==> config.mk <==
export PLATFORM = sky130hd
export DESIGN_NAME = video_capture_top
export DESIGN_NICKNAME = d
export VERILOG_FILES = /design/src/rtl/video_pkg.sv /design/src/rtl/bus_pkg.sv /design/src/rtl/dpi_pixel_pair.sv /design/src/rtl/pair_fifo.sv /design/src/rtl/frame_writer.sv /design/src/rtl/video_capture_top.sv
export SDC_FILE = /design/constraint.sdc
export NUM_CORES = 1
export LEC_CHECK = 0
export BUFFER_PORTS_ARGS = -buffer_cell sky130_fd_sc_hd__buf_2
export CORE_MARGIN = 8
export CORE_UTILIZATION = 50
export DETAILED_ROUTE_END_ITERATION = 10
export PLACE_DENSITY = 0.69
export SLEW_MARGIN = 20
export SYNTH_ARGS = -nofsm -noshare
export SYNTH_HDL_FRONTEND = slang
export SYNTH_SLANG_ARGS = --single-unit
==> constraint.sdc <==
create_clock -name pclk -period 4.8 [get_ports pclk]
set_input_delay 0.48 -clock pclk [delete_from_list [all_inputs] [get_ports pclk]]
set_output_delay 0.48 -clock pclk [all_outputs]
set_load 0.005 [all_outputs]
==> src/rtl/video_pkg.sv <==
// Video-side types for the capture path, from the input pins to the pair FIFO.
// Referenced by scoped name from the producer, the FIFO, the consumer and the top level.

package video_pkg;

    // One colour channel
    localparam int CH_W = 8;

    // One RGB888 pixel
    localparam int PIXEL_W = 3 * CH_W;

    typedef struct packed {
        logic [CH_W-1:0] red;
        logic [CH_W-1:0] green;
        logic [CH_W-1:0] blue;
    } rgb_t;

    // Parallel video input pins, DPI style
    typedef struct packed {
        logic vsync;
        logic hsync;
        logic de;
        rgb_t pixel;
    } video_in_t;

    // One buffered item, two adjacent pixels of a line
    // The earlier pixel sits in the upper half
    typedef struct packed {
        logic sof;
        rgb_t first;
        rgb_t second;
    } pixel_pair_t;

endpackage

==> src/rtl/bus_pkg.sv <==
// Wishbone-side types for the frame buffer write port.
// Referenced by scoped name from the consumer, the top level and the testbench.

package bus_pkg;

    // Word address into the frame buffer
    localparam int ADR_W = 24;

    // One bus word carries one pixel pair
    localparam int DAT_W = 48;

    // Signals driven by the master, classic cycles only
    typedef struct packed {
        logic             cyc;
        logic             stb;
        logic             we;
        logic [ADR_W-1:0] adr;
        logic [DAT_W-1:0] dat;
    } wb_m2s_t;

endpackage

==> src/rtl/dpi_pixel_pair.sv <==
// Video producer. Registers the DPI pins, drops the start-up frames and emits
// one pixel pair per two pixels, resynchronising on every rising edge of de.

module dpi_pixel_pair #(
    parameter int SKIP_FRAMES = 3
) (
    input  logic                   pclk,
    input  logic                   vi_rst,
    input  video_pkg::video_in_t   vin,
    output video_pkg::pixel_pair_t pair,
    output logic                   pair_valid
);

    // One spare state so a skip count of zero still has a legal width
    localparam int SKIP_W = $clog2(SKIP_FRAMES + 2);

    video_pkg::video_in_t   vin_q;
    logic                   vsync_d;
    logic                   de_d;
    logic                   vsync_rise;
    logic                   de_rise;
    logic [SKIP_W-1:0]      skip_cnt;
    logic                   capture;
    logic                   sof_armed;
    logic                   phase;
    logic                   hold;
    logic                   emit;
    video_pkg::rgb_t        first_px;
    video_pkg::pixel_pair_t stage;
    logic                   stage_valid;

    // Input pins are registered once, then delayed by one more cycle for edges
    always_ff @(posedge pclk or posedge vi_rst) begin
        if (vi_rst) begin
            vin_q   <= '0;
            vsync_d <= 1'b0;
            de_d    <= 1'b0;
        end else begin
            vin_q   <= vin;
            vsync_d <= vin_q.vsync;
            de_d    <= vin_q.de;
        end
    end

    assign vsync_rise = vin_q.vsync && !vsync_d;
    assign de_rise    = vin_q.de && !de_d;

    // First pixel of a pair, either at the start of active video or after a pair
    assign hold = vin_q.de && (de_rise || !phase);
    assign emit = capture && vin_q.de && phase && !de_rise;

    // Frame gate
    // Start-up frames only count down; later vsync edges arm sof
    always_ff @(posedge pclk or posedge vi_rst) begin
        if (vi_rst) begin
            skip_cnt  <= SKIP_W'(SKIP_FRAMES);
            capture   <= 1'b0;
            sof_armed <= 1'b0;
        end else if (vsync_rise) begin
            if (skip_cnt != '0) begin
                skip_cnt <= skip_cnt - SKIP_W'(1);
            end else begin
                capture   <= 1'b1;
                sof_armed <= 1'b1;
            end
        end else if (emit) begin
            sof_armed <= 1'b0;
        end
    end

    // Pair phase, an odd last pixel is dropped when de falls
    always_ff @(posedge pclk or posedge vi_rst) begin
        if (vi_rst) begin
            phase       <= 1'b0;
            stage_valid <= 1'b0;
            pair_valid  <= 1'b0;
        end else begin
            phase       <= hold;
            stage_valid <= emit;
            pair_valid  <= stage_valid;
        end
    end

    always_ff @(posedge pclk) begin
        if (hold) begin
            first_px <= vin_q.pixel;
        end
        if (emit) begin
            stage.sof    <= sof_armed;
            stage.first  <= first_px;
            stage.second <= vin_q.pixel;
        end
        // Output stage, lines up with pair_valid
        pair <= stage;
    end

    // The FIFO relies on at most one push every other cycle
    a_pair_spacing: assert property (
        @(posedge pclk) disable iff (vi_rst)
        pair_valid |=> !pair_valid
    ) else $error("pair_valid high on two consecutive cycles");

endmodule

==> src/rtl/pair_fifo.sv <==
// Synchronous FIFO of pixel pairs between the video producer and the bus master.
// Pushes that find it full are lost and latch overflow until reset.

module pair_fifo #(
    parameter int FIFO_DEPTH = 16
) (
    input  logic                   pclk,
    input  logic                   vi_rst,
    input  video_pkg::pixel_pair_t pair,
    input  logic                   pair_valid,
    output video_pkg::pixel_pair_t head,
    output logic                   not_empty,
    input  logic                   pop,
    output logic                   overflow
);

    localparam int AW = $clog2(FIFO_DEPTH);
    localparam int CW = AW + 1;

    video_pkg::pixel_pair_t mem [FIFO_DEPTH];
    logic [AW-1:0]          wr_ptr;
    logic [AW-1:0]          rd_ptr;
    logic [CW-1:0]          count;
    logic                   full;
    logic                   push;

    assign full      = (count == CW'(FIFO_DEPTH));
    assign push      = pair_valid && !full;
    assign not_empty = (count != '0);
    assign head      = mem[rd_ptr];

    always_ff @(posedge pclk) begin
        if (push) begin
            mem[wr_ptr] <= pair;
        end
    end

    // Pointers wrap on their own since the depth is a power of two
    always_ff @(posedge pclk or posedge vi_rst) begin
        if (vi_rst) begin
            wr_ptr   <= '0;
            rd_ptr   <= '0;
            count    <= '0;
            overflow <= 1'b0;
        end else begin
            if (push) begin
                wr_ptr <= wr_ptr + 1'b1;
            end
            if (pop) begin
                rd_ptr <= rd_ptr + 1'b1;
            end
            case ({push, pop})
                2'b10:   count <= count + 1'b1;
                2'b01:   count <= count - 1'b1;
                default: count <= count;
            endcase
            // Live video cannot wait, so a refused push is a lost pair
            if (pair_valid && full) begin
                overflow <= 1'b1;
            end
        end
    end

    a_no_pop_empty: assert property (
        @(posedge pclk) disable iff (vi_rst)
        pop |-> not_empty
    ) else $error("pop while FIFO is empty");

endmodule

==> src/rtl/frame_writer.sv <==
// Wishbone classic master that writes pixel pairs into the frame buffer.
// A pair flagged sof restarts at the base address, any other goes to the next word.

module frame_writer #(
    parameter logic [bus_pkg::ADR_W-1:0] FB_BASE = 24'h001000
) (
    input  logic                   pclk,
    input  logic                   vi_rst,
    input  video_pkg::pixel_pair_t head,
    input  logic                   not_empty,
    output logic                   pop,
    output bus_pkg::wb_m2s_t       wb,
    input  logic                   ack
);

    typedef enum logic {
        ST_IDLE,
        ST_WRITE
    } state_t;

    state_t                    state;
    logic                      take;
    logic [bus_pkg::ADR_W-1:0] adr_q;
    logic [bus_pkg::DAT_W-1:0] dat_q;

    // Take the head when idle, or right at ack for a back-to-back write
    assign take = not_empty && ((state == ST_IDLE) || ((state == ST_WRITE) && ack));

    // Head leaves the FIFO on the edge that loads the bus registers
    assign pop = take;

    always_ff @(posedge pclk or posedge vi_rst) begin
        if (vi_rst) begin
            state <= ST_IDLE;
            adr_q <= FB_BASE;
        end else begin
            case (state)
                ST_IDLE: begin
                    if (take) begin
                        state <= ST_WRITE;
                    end
                end
                ST_WRITE: begin
                    if (ack && !take) begin
                        state <= ST_IDLE;
                    end
                end
                default: state <= ST_IDLE;
            endcase

            if (take) begin
                adr_q <= head.sof ? FB_BASE : adr_q + 1'b1;
            end
        end
    end

    // Earlier pixel in the upper half of the word
    always_ff @(posedge pclk) begin
        if (take) begin
            dat_q <= {head.first, head.second};
        end
    end

    // Write-only master, cyc and stb always move together
    assign wb.cyc = (state == ST_WRITE);
    assign wb.stb = (state == ST_WRITE);
    assign wb.we  = (state == ST_WRITE);
    assign wb.adr = adr_q;
    assign wb.dat = dat_q;

    // Slave may stretch the cycle with wait states
    a_hold_until_ack: assert property (
        @(posedge pclk) disable iff (vi_rst)
        (wb.stb && !ack) |=> ($stable(wb.adr) && $stable(wb.dat))
    ) else $error("adr or dat changed before ack");

endmodule

==> src/rtl/video_capture_top.sv <==
// Video capture subsystem. Pixel pairs go from the DPI input through a FIFO
// to a Wishbone frame buffer writer; all parameters are set here.

module video_capture_top #(
    parameter int                        SKIP_FRAMES = 3,
    parameter int                        FIFO_DEPTH  = 16,
    parameter logic [bus_pkg::ADR_W-1:0] FB_BASE     = 24'h001000
) (
    input  logic                 pclk,
    input  logic                 vi_rst,
    input  video_pkg::video_in_t vin,
    output bus_pkg::wb_m2s_t     wb,
    input  logic                 ack,
    output logic                 overflow
);

    video_pkg::pixel_pair_t pair;
    logic                   pair_valid;
    video_pkg::pixel_pair_t head;
    logic                   not_empty;
    logic                   pop;

    dpi_pixel_pair #(
        .SKIP_FRAMES (SKIP_FRAMES)
    ) u_dpi_pixel_pair (
        .pclk       (pclk),
        .vi_rst     (vi_rst),
        .vin        (vin),
        .pair       (pair),
        .pair_valid (pair_valid)
    );

    pair_fifo #(
        .FIFO_DEPTH (FIFO_DEPTH)
    ) u_pair_fifo (
        .pclk       (pclk),
        .vi_rst     (vi_rst),
        .pair       (pair),
        .pair_valid (pair_valid),
        .head       (head),
        .not_empty  (not_empty),
        .pop        (pop),
        .overflow   (overflow)
    );

    frame_writer #(
        .FB_BASE (FB_BASE)
    ) u_frame_writer (
        .pclk      (pclk),
        .vi_rst    (vi_rst),
        .head      (head),
        .not_empty (not_empty),
        .pop       (pop),
        .wb        (wb),
        .ack       (ack)
    );

endmodule

=== Yosys cells after proc, flatten, opt, wreduce, memory -nomap -nowiden ===
Memories as Yosys holds them, arrays and structs flattened.
Cells that the tools add are included.

* Register bits after elaboration: 245
* Bits in latches: 0
* Bits in writable memories: 784
* ROM bits: 0
* Input bits: 30
* Output and inout port bits: 76
* Memories kept: 1

* Add/sub/neg operators: 6
* Multipliers: 0
* Div/mod/pow operators: 0
* Order comparisons: 0
* Equal/unequal tests: 4
* Shift-type cells: 0
* Mux-type cells: 10
* Bitwise operators: 2
* Reduce and logical (&&, ||, !) cells: 26

{| class="wikitable"
|+ Memory list
! name !! words !! bits a word !! rd ports !! clocked after memory_dff !! wr ports !! line !! text
|-
| u_pair_fifo.mem || 16 || 49 || 1 || 0 || 1 || pair_fifo.sv:20 || <nowiki>video_pkg::pixel_pair_t mem [FIFO_DEPTH];</nowiki>
|}

{| class="wikitable"
|+ Operators by type and width
! operator !! number
|-
| $add 24x1->24 const B || 1
|-
| $mux 24 || 1
|-
| $logic_and 1x1->1 || 11
|-
| $pmux 5 s2 || 1
|-
| $add 4x1->4 const B || 2
|-
| $mux 1 || 7
|-
| $logic_not 1->1 || 6
|-
| $reduce_and 2->1 || 3
|-
| $add 5x1->5 const B || 1
|-
| $eq 5x5->1 const B || 1
|-
| $reduce_bool 5->1 || 1
|-
| $sub 5x1->5 const B || 1
|-
| $reduce_bool 2->1 || 2
|-
| $reduce_bool 3->1 || 1
|-
| $sub 3x1->3 const B || 1
|-
| $eq 2x1->1 const B || 1
|-
| $eq 2x2->1 const B || 1
|-
| $logic_or 1x1->1 || 2
|-
| $ne 2x2->1 const B || 1
|-
| $not 1->1 || 2
|-
| $pmux 1 s2 || 1
|}

=== Depth between registers and ports, before layout ===
Gate-level depths: netlist (run 1).

* Depth after elaboration: 7
* Mapped depth: 13

=== Hierarchy ===
From an unflattened synthesis (run 1), not the netlist that was laid out.

* Cell total of the unflattened synthesis: 1667
* Area, all modules: 37233.2 µm²

{| class="wikitable"
|+ By module, submodules not included
! module !! times used !! cells an instance !! area an instance (µm²) !! sequential area each (µm²)
|-
| pair_fifo || 1 || 1288 || 30140.2 || 23892.9
|-
| dpi_pixel_pair || 1 || 177 || 4229.1 || 4076.4
|-
| frame_writer || 1 || 202 || 2864.0 || 2068.2
|}

=== Least setup slack after synthesis (run 1) ===
OpenSTA, ideal clock, no wires.

* Path kind: flip-flop to flip-flop
* From: register u_pair_fifo.count[1]
* To: memory u_pair_fifo.mem[3][0] (netlist name), enable pin
* Setup time: 0.516 ns
* Data arrival time: 4.554 ns
* Required time: 4.284 ns
* Slack: -0.270 ns
* Stages on the path, launching flop included: 6
* Clock period less this slack: 5.070 ns
* Cell sequence: dfrtp_1 > buf_2 > nor4_1 > a21boi_1 > nand2_1 > nor3_1

* Cells in the longest elaborated chain, start to end: 5

{| class="wikitable"
|+ Ends and longest elaborated chain
! what !! line !! text
|-
| start: declaration || pair_fifo.sv:23 || <nowiki>logic [CW-1:0] count;</nowiki>
|-
| start signal: assignment || pair_fifo.sv:53 || <nowiki>2'b10: count <= count + 1'b1;</nowiki>
|-
| start signal: assignment || pair_fifo.sv:54 || <nowiki>2'b01: count <= count - 1'b1;</nowiki>
|-
| start signal: assignment || pair_fifo.sv:55 || <nowiki>default: count <= count;</nowiki>
|-
| $eq 5x5->1 || pair_fifo.sv:27 || <nowiki>assign full = (count == CW'(FIFO_DEPTH));</nowiki>
|-
| $logic_not 1->1 || pair_fifo.sv:28 || <nowiki>assign push = pair_valid && !full;</nowiki>
|-
| $logic_and 1x1->1 || pair_fifo.sv:28 ||
|-
| $mux 1 || pair_fifo.sv:33 || <nowiki>if (push) begin</nowiki>
|-
| $mux 1 (implied by the code) || pair_fifo.sv:34 || <nowiki>mem[wr_ptr] <= pair;</nowiki>
|-
| end: declaration || pair_fifo.sv:20 ||
|}

Every way passes these cells.

=== Worst setup path in the final report (run 1) ===
* From: register u_pair_fifo.count[1]
* To: register u_pair_fifo.count[4]

{| class="wikitable"
|+ RTL lines
! what !! line !! text
|-
| $reduce_bool 5->1 (*) || pair_fifo.sv:29 || <nowiki>assign not_empty = (count != '0);</nowiki>
|-
| $logic_and 1x1->1 (*) || frame_writer.sv:27 || <nowiki>assign take = not_empty && ((state == ST_IDLE) || ((state == ST_WRITE) && ack));</nowiki>
|-
| named net pop || video_capture_top.sv:21 || <nowiki>logic pop;</nowiki>
|-
| $eq 2x1->1 / $eq 2x2->1 (equally long branches) || pair_fifo.sv:52 || <nowiki>case ({push, pop})</nowiki>
|-
| $pmux 5 s2 / $reduce_bool 2->1 (equally long branches) || -- ||
|}

Mark *: on every way through the listed nets, which the timed path passes. The rest lies on a longest branch.
A chain may end at the register's enable or synchronous reset.

==> impl_table.tex, run 1 <==
\begin{tabular}{lr}
\hline
Metric & Value \\
\hline
\multicolumn{2}{l}{\textbf{Timing}} \\
Minimum period implied by the final worst setup slack & between 3 and 4 ns \\
Upper clock frequency limit & 293 MHz \\
Fraction of the cycle the final worst path needs & 0.712 \\
Final setup violation count & 0 \\
Final-report max-slew violation count & 0 \\
Final count of hold timing violations & 0 \\
Final worst hold slack & approximately 0.16 ns \\
Worst slew margin & 0.248 \\
Worst clock skew & approximately 0.022 ns \\
Transition time at the pin with the least slew margin & 1.10 ns \\
Total negative setup slack & 0 ns \\
Unrepaired setup endpoints after global routing & no \\
\multicolumn{2}{l}{\textbf{Clock network}} \\
Clock transition at path regs & 0.06 ns \\
Clock insertion delay at the later pin of the skew report & around 0.65 ns \\
Clock Sinks & 1029 \\
Number of buffers between clock root and the deepest sink & 3 \\
TritonCTS clock tree & yes \\
Cts bufs inserted & between 90 and 100 \\
H-tree lvl count & 3 \\
Number of buffers inserted to repair setup after CTS & 0 \\
Clock tree root buffer cell & sky130\_fd\_sc\_hd\_\_clkbuf\_16 \\
\multicolumn{2}{l}{\textbf{Placement}} \\
Final estimated routing congestion in global placement & approximately 0.81 \\
Total of buffers placed on input and output ports & 104 \\
Half-perimeter wire length after detailed placement & approximately 38000 um \\
\multicolumn{2}{l}{\textbf{Global route}} \\
Number of antenna violations at the first check in global routing & 7 \\
Pin count of the biggest net entering global routing & about 100 \\
First-pass GRT wire length & roughly 110000 um \\
Vias in the first global route & around 17k \\
Overflow left after global routing & 0 \\
Overall global routing resource usage & 0.187 \\
\multicolumn{2}{l}{\textbf{Yosys}} \\
Share of the synthesized area in the top cell type & 0.730 \\
Share of synthesized registers carrying an async set or reset & 0.0729 \\
Count of state elements after synthesis & 1029 \\
Post-synthesis instance total & approximately 1.6k \\
Cell area after technology mapping & around 0.037 sq mm \\
YS warnings & 0 \\
Synth Net Count & roughly 1.6k \\
Sequential-to-total area share from yosys stat & 0.807 \\
Number of synthesized flops with an enable pin & 905 \\
Count of unique library cells instantiated by Yosys & 51 \\
Largest cells by area after synthesis & sky130\_fd\_sc\_hd\_\_edfxtp\_1 (73\%), sky130\_fd\_sc\_hd\_\_mux4\_2 (15\%), sky130\_fd\_sc\_hd\_\_dfrtp\_1 (4.8\%) \\
Synthesized area per cell & about 24 sq um \\
Area leader, netlist & sky130\_fd\_sc\_hd\_\_edfxtp\_1 \\
Predominant post-synthesis flop cell & sky130\_fd\_sc\_hd\_\_edfxtp\_1 \\
\multicolumn{2}{l}{\textbf{Floorplanning}} \\
Count of boundary I/O pins & between 100 and 150 \\
Initial standard-cell utilization of the core & 0.502 \\
Floorplan die height & 289 um \\
Width of the die & between 200 and 300 um \\
Site row count & 100 \\
Core footprint & around 0.074 sq mm \\
Die Area & about 0.083 sq mm \\
\multicolumn{2}{l}{\textbf{Cells and area}} \\
Footprint of the multi-input gates & about 0.007 sq mm \\
Ratio of cells with drive above 1 in the final layout & 0.307 \\
Final Net Count & roughly 1.8k \\
Filler Cell Count & 5249 \\
Register Area & 0.0301 sq mm \\
Area growth, synth to finish & 14.1\% \\
Post-layout utilization of the core & 0.573 \\
\multicolumn{2}{l}{\textbf{Setup path}} \\
Critical path start-end classification & flop to flop \\
Worst Path Arrival & between 3 and 4 ns \\
Required time at the endpoint of the critical path & approximately 5.4 ns \\
Endpoint type of the worst setup path & flop \\
Worst-path fanout max & 15 \\
Worst setup SP type & flop \\
\multicolumn{2}{l}{\textbf{Detailed routing}} \\
Number of DRC violations after detailed-routing iteration 0 & 1657 \\
Average wire per cell in the routed design & about 27 um \\
Number of remaining DRC errors & 0 \\
Vias per cell & about 5.9 \\
Total wirelength of the detailed-routed design & 76700 um \\
Count of antenna-violating nets left after detailed routing & 0 \\
First-pass iteration count of the detailed router & 5 \\
Via count & 16.4k \\
\multicolumn{2}{l}{\textbf{Run}} \\
Number of maximum-capacitance violations & 0 \\
\multicolumn{2}{l}{\textbf{Pwr}} \\
Total chip power & 0.0228 W \\
Leakage power summed over all cells & approximately 14 nW \\
Pwr Density & roughly 540 mW/mm\^{}2 \\
Largest vdd supply drop & approximately 300 uV \\
\multicolumn{2}{l}{\textbf{Hold path}} \\
Worst min-delay path category & input port to flop \\
\multicolumn{2}{l}{\textbf{Outcome}} \\
Run status & complete, no violations \\
\hline
\end{tabular}
[flip-flops by register name, summed over array words and instances, names as in the netlist, 3 cells and up]
register and flops:
u_pair_fifo.mem 784, u_dpi_pixel_pair.pair 49, u_dpi_pixel_pair.stage 49, u_frame_writer.dat_q 48
u_dpi_pixel_pair.vin_q 26, u_dpi_pixel_pair.first_px 24, u_frame_writer.adr_q 24, u_pair_fifo.count 5
u_pair_fifo.rd_ptr 4, u_pair_fifo.wr_ptr 4, u_dpi_pixel_pair.skip_cnt 3
[layer usage]
layer | vias to the layer above | share of wire | GRT usage | wire length (um)
met2 | 664 | 0.49 | 0.303 | 37300
met3 | 106 | 0.075 | 0.0348 | 5740
met5 | - | 0 | 0 | 0
met1 | 8764 | 0.42 | 0.262 | 32100
met4 | 0 | 0.021 | 0.0546 | 1600
li1 | 6865 | - | - | -
[where the power goes]
group / internal (W) / switching [W] / total (W) / leakage (nW)
clock: 0.00422 / 0.00316 / 0.00738 / 1.49
sequential: 0.0103 / 0.000598 / 0.0109 / 9.53
combinational: 0.00247 / 0.00200 / 0.00447 / 2.74
[what timing repair did]
action / in CTS / in global routing
hold buffers: 27 / 0
hold endpoints to repair: 82 / 0
resized for setup: 0 / 0
[Yosys cell counts (2+ instances only)]
cell / instances
sky130_fd_sc_hd__edfxtp_1: 905
sky130_fd_sc_hd__mux4_2: 244
sky130_fd_sc_hd__dfrtp_1: 72
sky130_fd_sc_hd__dfxtp_1: 49
sky130_fd_sc_hd__nand2_1: 29
sky130_fd_sc_hd__nor2_1: 26
sky130_fd_sc_hd__clkbuf_1: 25
sky130_fd_sc_hd__buf_2: 22
sky130_fd_sc_hd__xnor2_1: 21
sky130_fd_sc_hd__buf_4: 13
sky130_fd_sc_hd__o21ai_0: 13
sky130_fd_sc_hd__ha_1: 12
sky130_fd_sc_hd__buf_1: 10
sky130_fd_sc_hd__inv_1: 10
sky130_fd_sc_hd__nand2b_1: 10
sky130_fd_sc_hd__nor3_1: 10
sky130_fd_sc_hd__nor4_1: 7
sky130_fd_sc_hd__nand4_1: 6
sky130_fd_sc_hd__xor2_1: 6
sky130_fd_sc_hd__a21oi_1: 5
sky130_fd_sc_hd__nand3_1: 5
sky130_fd_sc_hd__a21o_1: 3
sky130_fd_sc_hd__a2bb2oi_1: 3
sky130_fd_sc_hd__and3_1: 3
sky130_fd_sc_hd__and4_1: 3
sky130_fd_sc_hd__dfstp_2: 3
sky130_fd_sc_hd__mux2i_1: 3
sky130_fd_sc_hd__nand3b_1: 3
sky130_fd_sc_hd__o2bb2ai_1: 3
sky130_fd_sc_hd__o31ai_2: 3
sky130_fd_sc_hd__or3_1: 3
sky130_fd_sc_hd__buf_6: 2
sky130_fd_sc_hd__or2_2: 2
[layout by cell type (no fill, tap or decap), drive strengths merged, types with 5 or more instances in the layout]
master / n
a21oi: 5
o21ai: 14
nor2: 26
nand4: 6
nand3: 6
nor3: 10
dfxtp: 49
dfrtp: 72
clkinv: 36
dlygate4sd3: 27
edfxtp: 905
buf: 139
clkbuf: 129
ha: 12
bufinv: 7
nand2b: 10
xnor2: 21
nand2: 29
mux4: 244
diode: 5
xor2: 6
inv: 12
nor4: 7
clkinvlp: 7
[final timing paths]
path,startpoint,to,slack [ns],cells after the start
max in group asynchronous,vi_rst,u_pair_fifo.rd_ptr[0]$_DFFE_PP0P_,3.57,4
setup reg to reg,u_pair_fifo.count[1]$_DFFE_PP0P_,u_pair_fifo.count[4]$_DFFE_PP0P_,1.38,11
hold / removal,ack,u_frame_writer.state$_DFF_PP0_,0.16,3
setup / recovery,u_pair_fifo.count[1]$_DFFE_PP0P_,u_pair_fifo.count[4]$_DFFE_PP0P_,1.38,11
hold reg to reg,u_dpi_pixel_pair.stage[9]$_DFFE_PP_,u_dpi_pixel_pair.pair[9]$_DFF_P_,0.34,0
min in group asynchronous,vi_rst,u_frame_writer.state$_DFF_PP0_,0.45,3
[area by class of cell]
type	count	share of cell area
Inverter	11	0.00112
Clock buffer	129	0.0617
Clock inverter	51	0.0108
Multi-Input combinational cell	440	0.163
Antenna cell	5	0.000295
Sequential cell	1029	0.708
Tap cell	969	0.0286
Timing Repair Buffer	166	0.0269
[critical path: stages (launching register included)]
cell and delay, ns:
sky130_fd_sc_hd__dfrtp_1 0.47, sky130_fd_sc_hd__or4_4 0.57, sky130_fd_sc_hd__o21ai_2 0.60, sky130_fd_sc_hd__clkinv_2 0.17
sky130_fd_sc_hd__ha_1 0.36, sky130_fd_sc_hd__xor2_1 0.19, sky130_fd_sc_hd__ha_1 0.24, sky130_fd_sc_hd__o21a_1 0.17
sky130_fd_sc_hd__o21ai_0 0.15, sky130_fd_sc_hd__nand3b_1 0.09, sky130_fd_sc_hd__a21oi_1 0.18, sky130_fd_sc_hd__xor2_1 0.16
[through the flow]
step,setup WS [ns],std cells,area (sq um)
after floorplan,1.04,1552,37200
after global placement,1.37,2588,39100
after detailed placement,1.39,2588,39100
after CTS,1.38,2795,42500
after global routing,1.14,2798,42500
final,1.38,2800,42500
[cells by family after synthesis]
family                   after synthesis  synth area share
flip-flops                          1029             0.807
AO/OA/AOI/OAI                         38           0.00709
adder cells (fa/ha/maj)               12           0.00403
AND/OR/NAND/NOR                      115            0.0158
multiplexers                         248             0.149
buffers and inverters                 83            0.0108
XOR/XNOR                              27           0.00635
No activity file was read; power rests on OpenSTA's default activity.
==> inputs of run 2 (changes only) <==
- PLACE_DENSITY: 0.69 -> 0.66
- clock period: 4.8 -> 3.4 ns (I/O delays scaled with it)
==> impl_table.tex, run 2 (synthesis gave the netlist of run 1 again) <==
\begin{tabular}{lr}
\hline
Metric & Value \\
\hline
\multicolumn{2}{l}{\textbf{Global route}} \\
Pin count of the biggest net entering global routing & 87 (was 104) \\
Number of antenna violations at the first check in global routing & 4 (was 7) \\
First-pass GRT wire length & 113000 um (was 114000 um) \\
Vias in the first global route & 17.4k (about the same) \\
Overall global routing resource usage & 0.185 (was 0.187) \\
Overflow left after global routing & 0 (unchanged) \\
\multicolumn{2}{l}{\textbf{Setup path}} \\
Reg2Reg Capture Point & u\_pair\_fifo.count[4]\$\_DFFE\_PP0P\_ (unchanged) \\
Endpoint type of the worst setup path & flop (unchanged) \\
Critical path launch point & u\_pair\_fifo.count[1]\$\_DFFE\_PP0P\_ (unchanged) \\
Worst reg2reg path depth & 11 (unchanged) \\
Buf+Inv Stages, Crit Path & 1 (unchanged) \\
Worst Path Arrival & 3.58 ns (was 3.99 ns) \\
Worst-path fanout max & 9 (was 15) \\
Slowest library cell on the worst path & sky130\_fd\_sc\_hd\_\_dfrtp\_1 (was sky130\_fd\_sc\_hd\_\_o21ai\_2) \\
Maximum single-stage delay on the critical path & 0.47 ns (was 0.60 ns) \\
Ordered list of cells on the worst path & nor4\_1, a21boi\_1, inv\_1, ha\_1, xor2\_1, ha\_1, o21a\_1, o21ai\_0, nand3b\_1, a21oi\_1, xor2\_1 (was or4\_4, o21ai\_2, clkinv\_2, ha\_1, xor2\_1, ha\_1, o21a\_1, o21ai\_0, nand3b\_1, a21oi\_1, xor2\_1) \\
Critical path start-end classification & flop to flop (unchanged) \\
CP top delay family & compound AO/OA/AOI/OAI gates (unchanged) \\
Required time at the endpoint of the critical path & 3.99 ns (was 5.37 ns) \\
Worst setup SP type & flop (unchanged) \\
Register-to-Register Setup Slack & 0.41 ns (was 1.38 ns) \\
Worst flop-to-flop path startpoint & u\_pair\_fifo.count[1]\$\_DFFE\_PP0P\_ (unchanged) \\
\multicolumn{2}{l}{\textbf{Clock network}} \\
TritonCTS clock tree & yes (unchanged) \\
H-tree lvl count & 3 (unchanged) \\
Hold buffers post-CTS & 28 (was 27) \\
Number of buffers between clock root and the deepest sink & 3 (unchanged) \\
Clock transition at path regs & 0.07 ns (was 0.06 ns) \\
Clock Sinks & 1029 (unchanged) \\
Number of instances resized during post-cts repair & 0 (unchanged) \\
Clock tree root buffer cell & sky130\_fd\_sc\_hd\_\_clkbuf\_16 (unchanged) \\
Cts bufs inserted & 98 (unchanged) \\
Number of buffers inserted to repair setup after CTS & 0 (unchanged) \\
Clock insertion delay at the later pin of the skew report & 0.67 ns (was 0.65 ns) \\
\multicolumn{2}{l}{\textbf{Timing}} \\
Unrepaired setup endpoints after global routing & no (unchanged) \\
Minimum period implied by the final worst setup slack & 2.99 ns (was 3.42 ns) \\
Final worst slack & 0.407 ns (was 1.38 ns) \\
Fraction of the cycle the final worst path needs & 0.880 (was 0.712) \\
Worst clock skew & 0.0352 ns (was 0.0224 ns) \\
Final-report max-slew violation count & 0 (unchanged) \\
Final count of hold timing violations & 0 (unchanged) \\
Transition time at the pin with the least slew margin & 1.03 ns (was 1.10 ns) \\
Final setup violation count & 0 (unchanged) \\
Upper clock frequency limit & 334 MHz (was 293 MHz) \\
Worst slew margin & 0.315 (was 0.248) \\
\multicolumn{2}{l}{\textbf{Hold path}} \\
Cells on Worst Hold Path & 2 (was 3) \\
Min-Delay Startpoint & vin[4] (was ack) \\
Worst min-delay path category & input port to flop (unchanged) \\
End of the worst hold path & u\_dpi\_pixel\_pair.vin\_q[4]\$\_DFF\_PP0\_ (was u\_frame\_writer.state\$\_DFF\_PP0\_) \\
\multicolumn{2}{l}{\textbf{Pwr}} \\
Largest vdd supply drop & 515 uV (was 300 uV) \\
Leakage power summed over all cells & 14.0 nW (was 13.8 nW) \\
Pwr Density & 762 mW/mm\^{}2 (was 536 mW/mm\^{}2) \\
\multicolumn{2}{l}{\textbf{Detailed routing}} \\
Number of remaining DRC errors & 0 (unchanged) \\
Number of DRC violations after detailed-routing iteration 0 & 1617 (was 1657) \\
Average wire per cell in the routed design & 27.0 um (was 27.4 um) \\
Count of antenna-violating nets left after detailed routing & 0 (unchanged) \\
Vias per cell & 5.84 (was 5.86) \\
Via count & 16.5k (was 16.4k) \\
Total wirelength of the detailed-routed design & 76000 um (was 76700 um) \\
First-pass iteration count of the detailed router & 5 (unchanged) \\
\multicolumn{2}{l}{\textbf{Floorplanning}} \\
Core footprint & 0.0741 sq mm (unchanged) \\
Site row count & 100 (unchanged) \\
Die Area & 0.0834 sq mm (unchanged) \\
Width of the die & 289 um (unchanged) \\
Count of boundary I/O pins & 106 (unchanged) \\
Floorplan die height & 289 um (unchanged) \\
Initial standard-cell utilization of the core & 0.502 (unchanged) \\
\multicolumn{2}{l}{\textbf{Placement}} \\
Total of buffers placed on input and output ports & 104 (unchanged) \\
Half-perimeter wire length after detailed placement & 39600 um (was 37700 um) \\
Final estimated routing congestion in global placement & 0.804 (was 0.810) \\
Cell count after placement & 2605 (was 2588) \\
Worst-case setup slack after placement & 0.403 ns (was 1.39 ns) \\
\multicolumn{2}{l}{\textbf{Run}} \\
Number of maximum-capacitance violations & 0 (unchanged) \\
\multicolumn{2}{l}{\textbf{Cells and area}} \\
Final Net Count & 1806 (was 1788) \\
Area growth, synth to finish & 15.7\% (was 14.1\%) \\
Highest-count cells in the layout ignoring fill and taps & sky130\_fd\_sc\_hd\_\_edfxtp\_1 (905), sky130\_fd\_sc\_hd\_\_mux4\_2 (244), sky130\_fd\_sc\_hd\_\_buf\_2 (104), sky130\_fd\_sc\_hd\_\_clkbuf\_16 (100), sky130\_fd\_sc\_hd\_\_dfrtp\_1 (68) (was sky130\_fd\_sc\_hd\_\_edfxtp\_1 (905), sky130\_fd\_sc\_hd\_\_mux4\_2 (244), sky130\_fd\_sc\_hd\_\_buf\_2 (104), sky130\_fd\_sc\_hd\_\_clkbuf\_16 (98), sky130\_fd\_sc\_hd\_\_dfrtp\_1 (68)) \\
Final Instance Count excl. Fillers & 2819 (was 2800) \\
Flip-flop count of the largest register, all copies and words added & 784 (unchanged) \\
Ratio of cells with drive above 1 in the final layout & 0.318 (was 0.307) \\
Registers with the highest flip-flop counts & u\_pair\_fifo.mem: 784 flops, u\_dpi\_pixel\_pair.pair: 49 flops, u\_dpi\_pixel\_pair.stage: 49 flops (unchanged) \\
Register with the highest flop count & u\_pair\_fifo.mem (unchanged) \\
Commonest non-fill, non-tap cell in the layout & sky130\_fd\_sc\_hd\_\_edfxtp\_1 (unchanged) \\
Antenna Diode Count & 0 (was 5) \\
\multicolumn{2}{l}{\textbf{Outcome}} \\
Run status & complete, no violations (unchanged) \\
\hline
\end{tabular}
-- run 2: cell count changes in the layout (fill, tap and decap cells not counted), moves of 3 or more --
cell	change
sky130_fd_sc_hd__buf_4	-3
sky130_fd_sc_hd__clkinvlp_4	-5
sky130_fd_sc_hd__clkbuf_8	+8
sky130_fd_sc_hd__clkinv_1	-7
sky130_fd_sc_hd__diode_2	-5
sky130_fd_sc_hd__clkinv_2	+3
sky130_fd_sc_hd__buf_12	+20
-- run 2: per-layer routing --
| layer | vias up | track usage | part of all wire |
|---|---|---|---|
| met1 | 8902 | 0.255 | 0.42 |
| met4 | 0 | 0.0490 | 0.018 |
| met2 | 553 | 0.306 | 0.50 |
| met5 | - | 0 | 0 |
| met3 | 99 | 0.0332 | 0.062 |
| li1 | 6914 | - | - |
-- run 2: through the flow --
stage	util	TNS (ns)	power, W	cell area [sq um]	hold WS, ns
CTS	0.581	0	0.0332	43100	0.280
global placement	0.533	0	0.0222	39500	0.324
floorplan	-	-187.44	0.0201	37200	0.323
finish	0.581	0	0.0328	43100	0.318
global route	0.581	0	0.0341	43100	0.307
detailed placement	0.533	0	0.0223	39500	0.327
-- run 2: final cells by class --
type | instances | area [sq um]
inverters | 11 | 43.8
flip-flops and latches | 1029 | 30100
repair buffers | 184 | 1530
fillers | 5188 | 31000
clock buffers | 141 | 2790
well taps | 969 | 1210
clock inverters | 45 | 509
multi-input cells | 440 | 6920
-- run 2: power breakdown --
group | switching, W | internal, W | leakage (nW)
Combinational | 0.00321 | 0.00364 | 2.90
Clock | 0.00457 | 0.00635 | 1.62
Sequential | 0.000511 | 0.0146 | 9.53
Total | 0.00829 | 0.0245 | 14.0
-- run 2: worst max-delay path by stage --
stage          cells after the start  slack, ns                          endpoint
6_report                          11       0.41  u_pair_fifo.count[4]$_DFFE_PP0P_
2_1_floorplan                      5      -0.36  u_pair_fifo.mem[15][0]$_DFFE_PP_
3_5_place_dp                      11       0.40  u_pair_fifo.count[4]$_DFFE_PP0P_
5_1_grt                           11       0.08  u_pair_fifo.count[4]$_DFFE_PP0P_
3_3_place_gp                      11       0.56  u_pair_fifo.count[4]$_DFFE_PP0P_
4_1_cts                           11       0.39  u_pair_fifo.count[4]$_DFFE_PP0P_
==> inputs of run 3 (changes only) <==
- CELL_PAD_IN_SITES_DETAIL_PLACEMENT: not set -> 0
- CELL_PAD_IN_SITES_GLOBAL_PLACEMENT: not set -> 2
- PLACE_DENSITY: 0.66 -> not set
- PLACE_DENSITY_LB_ADDON: not set -> 0.1
==> impl_table.tex, run 3 (synthesis gave the netlist of run 1 again) <==
\begin{tabular}{lr}
\hline
Metric & Value \\
\hline
\multicolumn{2}{l}{\textbf{Outcome}} \\
Run status & complete, no violations (unchanged) \\
\multicolumn{2}{l}{\textbf{Cells and area}} \\
Post-layout utilization of the core & 0.584 (was 0.581) \\
Ratio of cells with drive above 1 in the final layout & 0.324 (was 0.318) \\
Filler Cell Count & 5324 (was 5188) \\
Flip-flop count of the largest register, all copies and words added & 784 (unchanged) \\
Final Instance Area & 0.0432 sq mm (was 0.0431 sq mm) \\
Commonest non-fill, non-tap cell in the layout & sky130\_fd\_sc\_hd\_\_edfxtp\_1 (unchanged) \\
Registers with the highest flip-flop counts & u\_pair\_fifo.mem: 784 flops, u\_dpi\_pixel\_pair.pair: 49 flops, u\_dpi\_pixel\_pair.stage: 49 flops (unchanged) \\
Highest-count cells in the layout ignoring fill and taps & sky130\_fd\_sc\_hd\_\_edfxtp\_1 (905), sky130\_fd\_sc\_hd\_\_mux4\_2 (244), sky130\_fd\_sc\_hd\_\_clkbuf\_16 (107), sky130\_fd\_sc\_hd\_\_buf\_2 (104), sky130\_fd\_sc\_hd\_\_dfrtp\_1 (68) (was sky130\_fd\_sc\_hd\_\_edfxtp\_1 (905), sky130\_fd\_sc\_hd\_\_mux4\_2 (244), sky130\_fd\_sc\_hd\_\_buf\_2 (104), sky130\_fd\_sc\_hd\_\_clkbuf\_16 (100), sky130\_fd\_sc\_hd\_\_dfrtp\_1 (68)) \\
Register Area & 0.0301 sq mm (unchanged) \\
Area growth, synth to finish & 16.2\% (was 15.7\%) \\
Register with the highest flop count & u\_pair\_fifo.mem (unchanged) \\
Footprint of the multi-input gates & 0.00692 sq mm (unchanged) \\
Final Net Count & 1817 (was 1806) \\
\multicolumn{2}{l}{\textbf{Setup path}} \\
Required time at the endpoint of the critical path & 3.95 ns (was 3.99 ns) \\
Worst Path Arrival & 3.51 ns (was 3.58 ns) \\
Critical path launch point & u\_pair\_fifo.count[1]\$\_DFFE\_PP0P\_ (unchanged) \\
Worst-path fanout max & 9 (unchanged) \\
Worst reg2reg path depth & 11 (unchanged) \\
Register-to-Register Setup Slack & 0.44 ns (was 0.41 ns) \\
Worst flop-to-flop path startpoint & u\_pair\_fifo.count[1]\$\_DFFE\_PP0P\_ (unchanged) \\
Worst setup SP type & flop (unchanged) \\
Critical path start-end classification & flop to flop (unchanged) \\
Crit path to & u\_pair\_fifo.count[4]\$\_DFFE\_PP0P\_ (unchanged) \\
Endpoint type of the worst setup path & flop (unchanged) \\
Reg2Reg Capture Point & u\_pair\_fifo.count[4]\$\_DFFE\_PP0P\_ (unchanged) \\
\multicolumn{2}{l}{\textbf{Timing}} \\
Final worst slack & 0.436 ns (was 0.407 ns) \\
Final worst hold slack & 0.338 ns (was 0.318 ns) \\
Worst clock skew & 0.0170 ns (was 0.0352 ns) \\
Transition time at the pin with the least slew margin & 0.820 ns (was 1.03 ns) \\
Final-report max-slew violation count & 0 (unchanged) \\
Unrepaired setup endpoints after global routing & no (unchanged) \\
Final setup violation count & 0 (unchanged) \\
Minimum period implied by the final worst setup slack & 2.96 ns (was 2.99 ns) \\
Final count of hold timing violations & 0 (unchanged) \\
Worst slew margin & 0.452 (was 0.315) \\
Fraction of the cycle the final worst path needs & 0.872 (was 0.880) \\
Upper clock frequency limit & 337 MHz (was 334 MHz) \\
\multicolumn{2}{l}{\textbf{Clock network}} \\
Number of instances resized during post-cts repair & 0 (unchanged) \\
Number of buffers between clock root and the deepest sink & 3 (unchanged) \\
TritonCTS clock tree & yes (unchanged) \\
Cts bufs inserted & 102 (was 98) \\
Clock tree root buffer cell & sky130\_fd\_sc\_hd\_\_clkbuf\_16 (unchanged) \\
H-tree lvl count & 3 (unchanged) \\
Clock insertion delay at the later pin of the skew report & 0.64 ns (was 0.67 ns) \\
Clock transition at path regs & 0.06 ns (was 0.07 ns) \\
Clock Sinks & 1029 (unchanged) \\
\multicolumn{2}{l}{\textbf{Hold path}} \\
Worst min-delay path category & flop to flop (was input port to flop) \\
\multicolumn{2}{l}{\textbf{Detailed routing}} \\
Average wire per cell in the routed design & 28.6 um (was 27.0 um) \\
First-pass iteration count of the detailed router & 5 (unchanged) \\
Count of antenna-violating nets left after detailed routing & 0 (unchanged) \\
Total wirelength of the detailed-routed design & 80900 um (was 76000 um) \\
Via count & 16.4k (was 16.5k) \\
Vias per cell & 5.79 (was 5.84) \\
Number of DRC violations after detailed-routing iteration 0 & 1625 (was 1617) \\
Number of remaining DRC errors & 0 (unchanged) \\
\multicolumn{2}{l}{\textbf{Pwr}} \\
Switching power summed over all nets & 0.00833 W (was 0.00829 W) \\
Pwr Density & 769 mW/mm\^{}2 (was 762 mW/mm\^{}2) \\
Total chip power & 0.0333 W (was 0.0328 W) \\
Relative contribution of sequential cells to total power & 0.455 (was 0.459) \\
Largest vdd supply drop & 422 uV (was 515 uV) \\
Relative contribution of combinational cells to total power & 0.203 (was 0.208) \\
Switch share & 0.250 (was 0.252) \\
Portion of total power attributed to the clock network & 0.342 (was 0.333) \\
Leakage power summed over all cells & 14.2 nW (was 14.0 nW) \\
Cell-internal power & 0.0249 W (was 0.0245 W) \\
\multicolumn{2}{l}{\textbf{Floorplanning}} \\
Site row count & 100 (unchanged) \\
Die Area & 0.0834 sq mm (unchanged) \\
Floorplan die height & 289 um (unchanged) \\
Initial standard-cell utilization of the core & 0.502 (unchanged) \\
Core footprint & 0.0741 sq mm (unchanged) \\
Count of boundary I/O pins & 106 (unchanged) \\
Width of the die & 289 um (unchanged) \\
\multicolumn{2}{l}{\textbf{Placement}} \\
Total of buffers placed on input and output ports & 104 (unchanged) \\
Final estimated routing congestion in global placement & 0.708 (was 0.804) \\
Placed Instance Area & 0.0395 sq mm (about the same) \\
Worst-case setup slack after placement & 0.473 ns (was 0.403 ns) \\
Half-perimeter wire length after detailed placement & 41700 um (was 39600 um) \\
\multicolumn{2}{l}{\textbf{Global route}} \\
Number of antenna violations at the first check in global routing & 2 (was 4) \\
Pin count of the biggest net entering global routing & 76 (was 87) \\
Overflow left after global routing & 0 (unchanged) \\
Vias in the first global route & 17.4k (about the same) \\
First-pass GRT wire length & 118000 um (was 113000 um) \\
Overall global routing resource usage & 0.196 (was 0.185) \\
\multicolumn{2}{l}{\textbf{Run}} \\
Number of maximum-capacitance violations & 0 (unchanged) \\
\hline
\end{tabular}
==> run 3: power groups by stage <==
stage	Combinational, W	Sequential (W)	Clock (W)
after floorplan	0.00506	0.0151	0
after global placement	0.00689	0.0154	0
after detailed placement	0.00691	0.0154	0
after CTS	0.00696	0.0152	0.0116
after global routing	0.00730	0.0152	0.0121
final	0.00675	0.0151	0.0114
==> run 3: final cells by class <==
class                           instances  area share
Antenna cell                            1   0.0000579
Clock buffer                          148      0.0690
Sequential cell                      1029       0.695
Clock inverter                         45      0.0109
Timing Repair Buffer                  191      0.0360
Multi-Input combinational cell        440       0.160
Inverter                               11     0.00101
Tap cell                              969      0.0280
==> run 3: critical path: stages (launching register included) <==
cell                       delay, ns
sky130_fd_sc_hd__dfrtp_1        0.51
sky130_fd_sc_hd__nor4_1         0.12
sky130_fd_sc_hd__a21boi_1       0.59
sky130_fd_sc_hd__inv_1          0.14
sky130_fd_sc_hd__ha_1           0.33
sky130_fd_sc_hd__xor2_1         0.18
sky130_fd_sc_hd__ha_1           0.23
sky130_fd_sc_hd__o21a_1         0.17
sky130_fd_sc_hd__o21ai_0        0.14
sky130_fd_sc_hd__nand3b_1       0.09
sky130_fd_sc_hd__a21oi_1        0.18
sky130_fd_sc_hd__xor2_1         0.18
==> run 3: what timing repair did <==
action | CTS | global route
hold endpoints to repair | 99 | 0
hold buffers | 28 | 0
buffers inserted | 0 | 0
endpoints found under the setup margin | 0 | 0
==> run 3: worst min path at each step <==
stage,from,endpoint,slack (ns),cells past startpoint
final,u_dpi_pixel_pair.stage[7]$_DFFE_PP_,u_dpi_pixel_pair.pair[7]$_DFF_P_,0.34,0
after detailed placement,u_dpi_pixel_pair.stage[7]$_DFFE_PP_,u_dpi_pixel_pair.pair[7]$_DFF_P_,0.33,0
after global routing,vin[9],u_dpi_pixel_pair.vin_q[9]$_DFF_PP0_,0.31,2
after global placement,u_dpi_pixel_pair.stage[5]$_DFFE_PP_,u_dpi_pixel_pair.pair[5]$_DFF_P_,0.33,0
after CTS,vin[22],u_dpi_pixel_pair.vin_q[22]$_DFF_PP0_,0.29,2
after floorplan,u_dpi_pixel_pair.stage[0]$_DFFE_PP_,u_dpi_pixel_pair.pair[0]$_DFF_P_,0.32,0
==> run 3: metal layers <==
| metal | vias up | share of wire | track usage |
|---|---|---|---|
| li1 | 6955 | - | - |
| met1 | 8937 | 0.43 | 0.275 |
| met3 | 95 | 0.050 | 0.0341 |
| met5 | - | 0 | 0 |
| met2 | 411 | 0.50 | 0.324 |
| met4 | 0 | 0.016 | 0.0473 |
==> run 3: per-stage QoR <==
step,instances,TNS (ns)
finish,2834,0
detailed placement,2612,0
global placement,2612,0
global route,2833,0
floorplan,1552,-187.44
CTS,2833,0
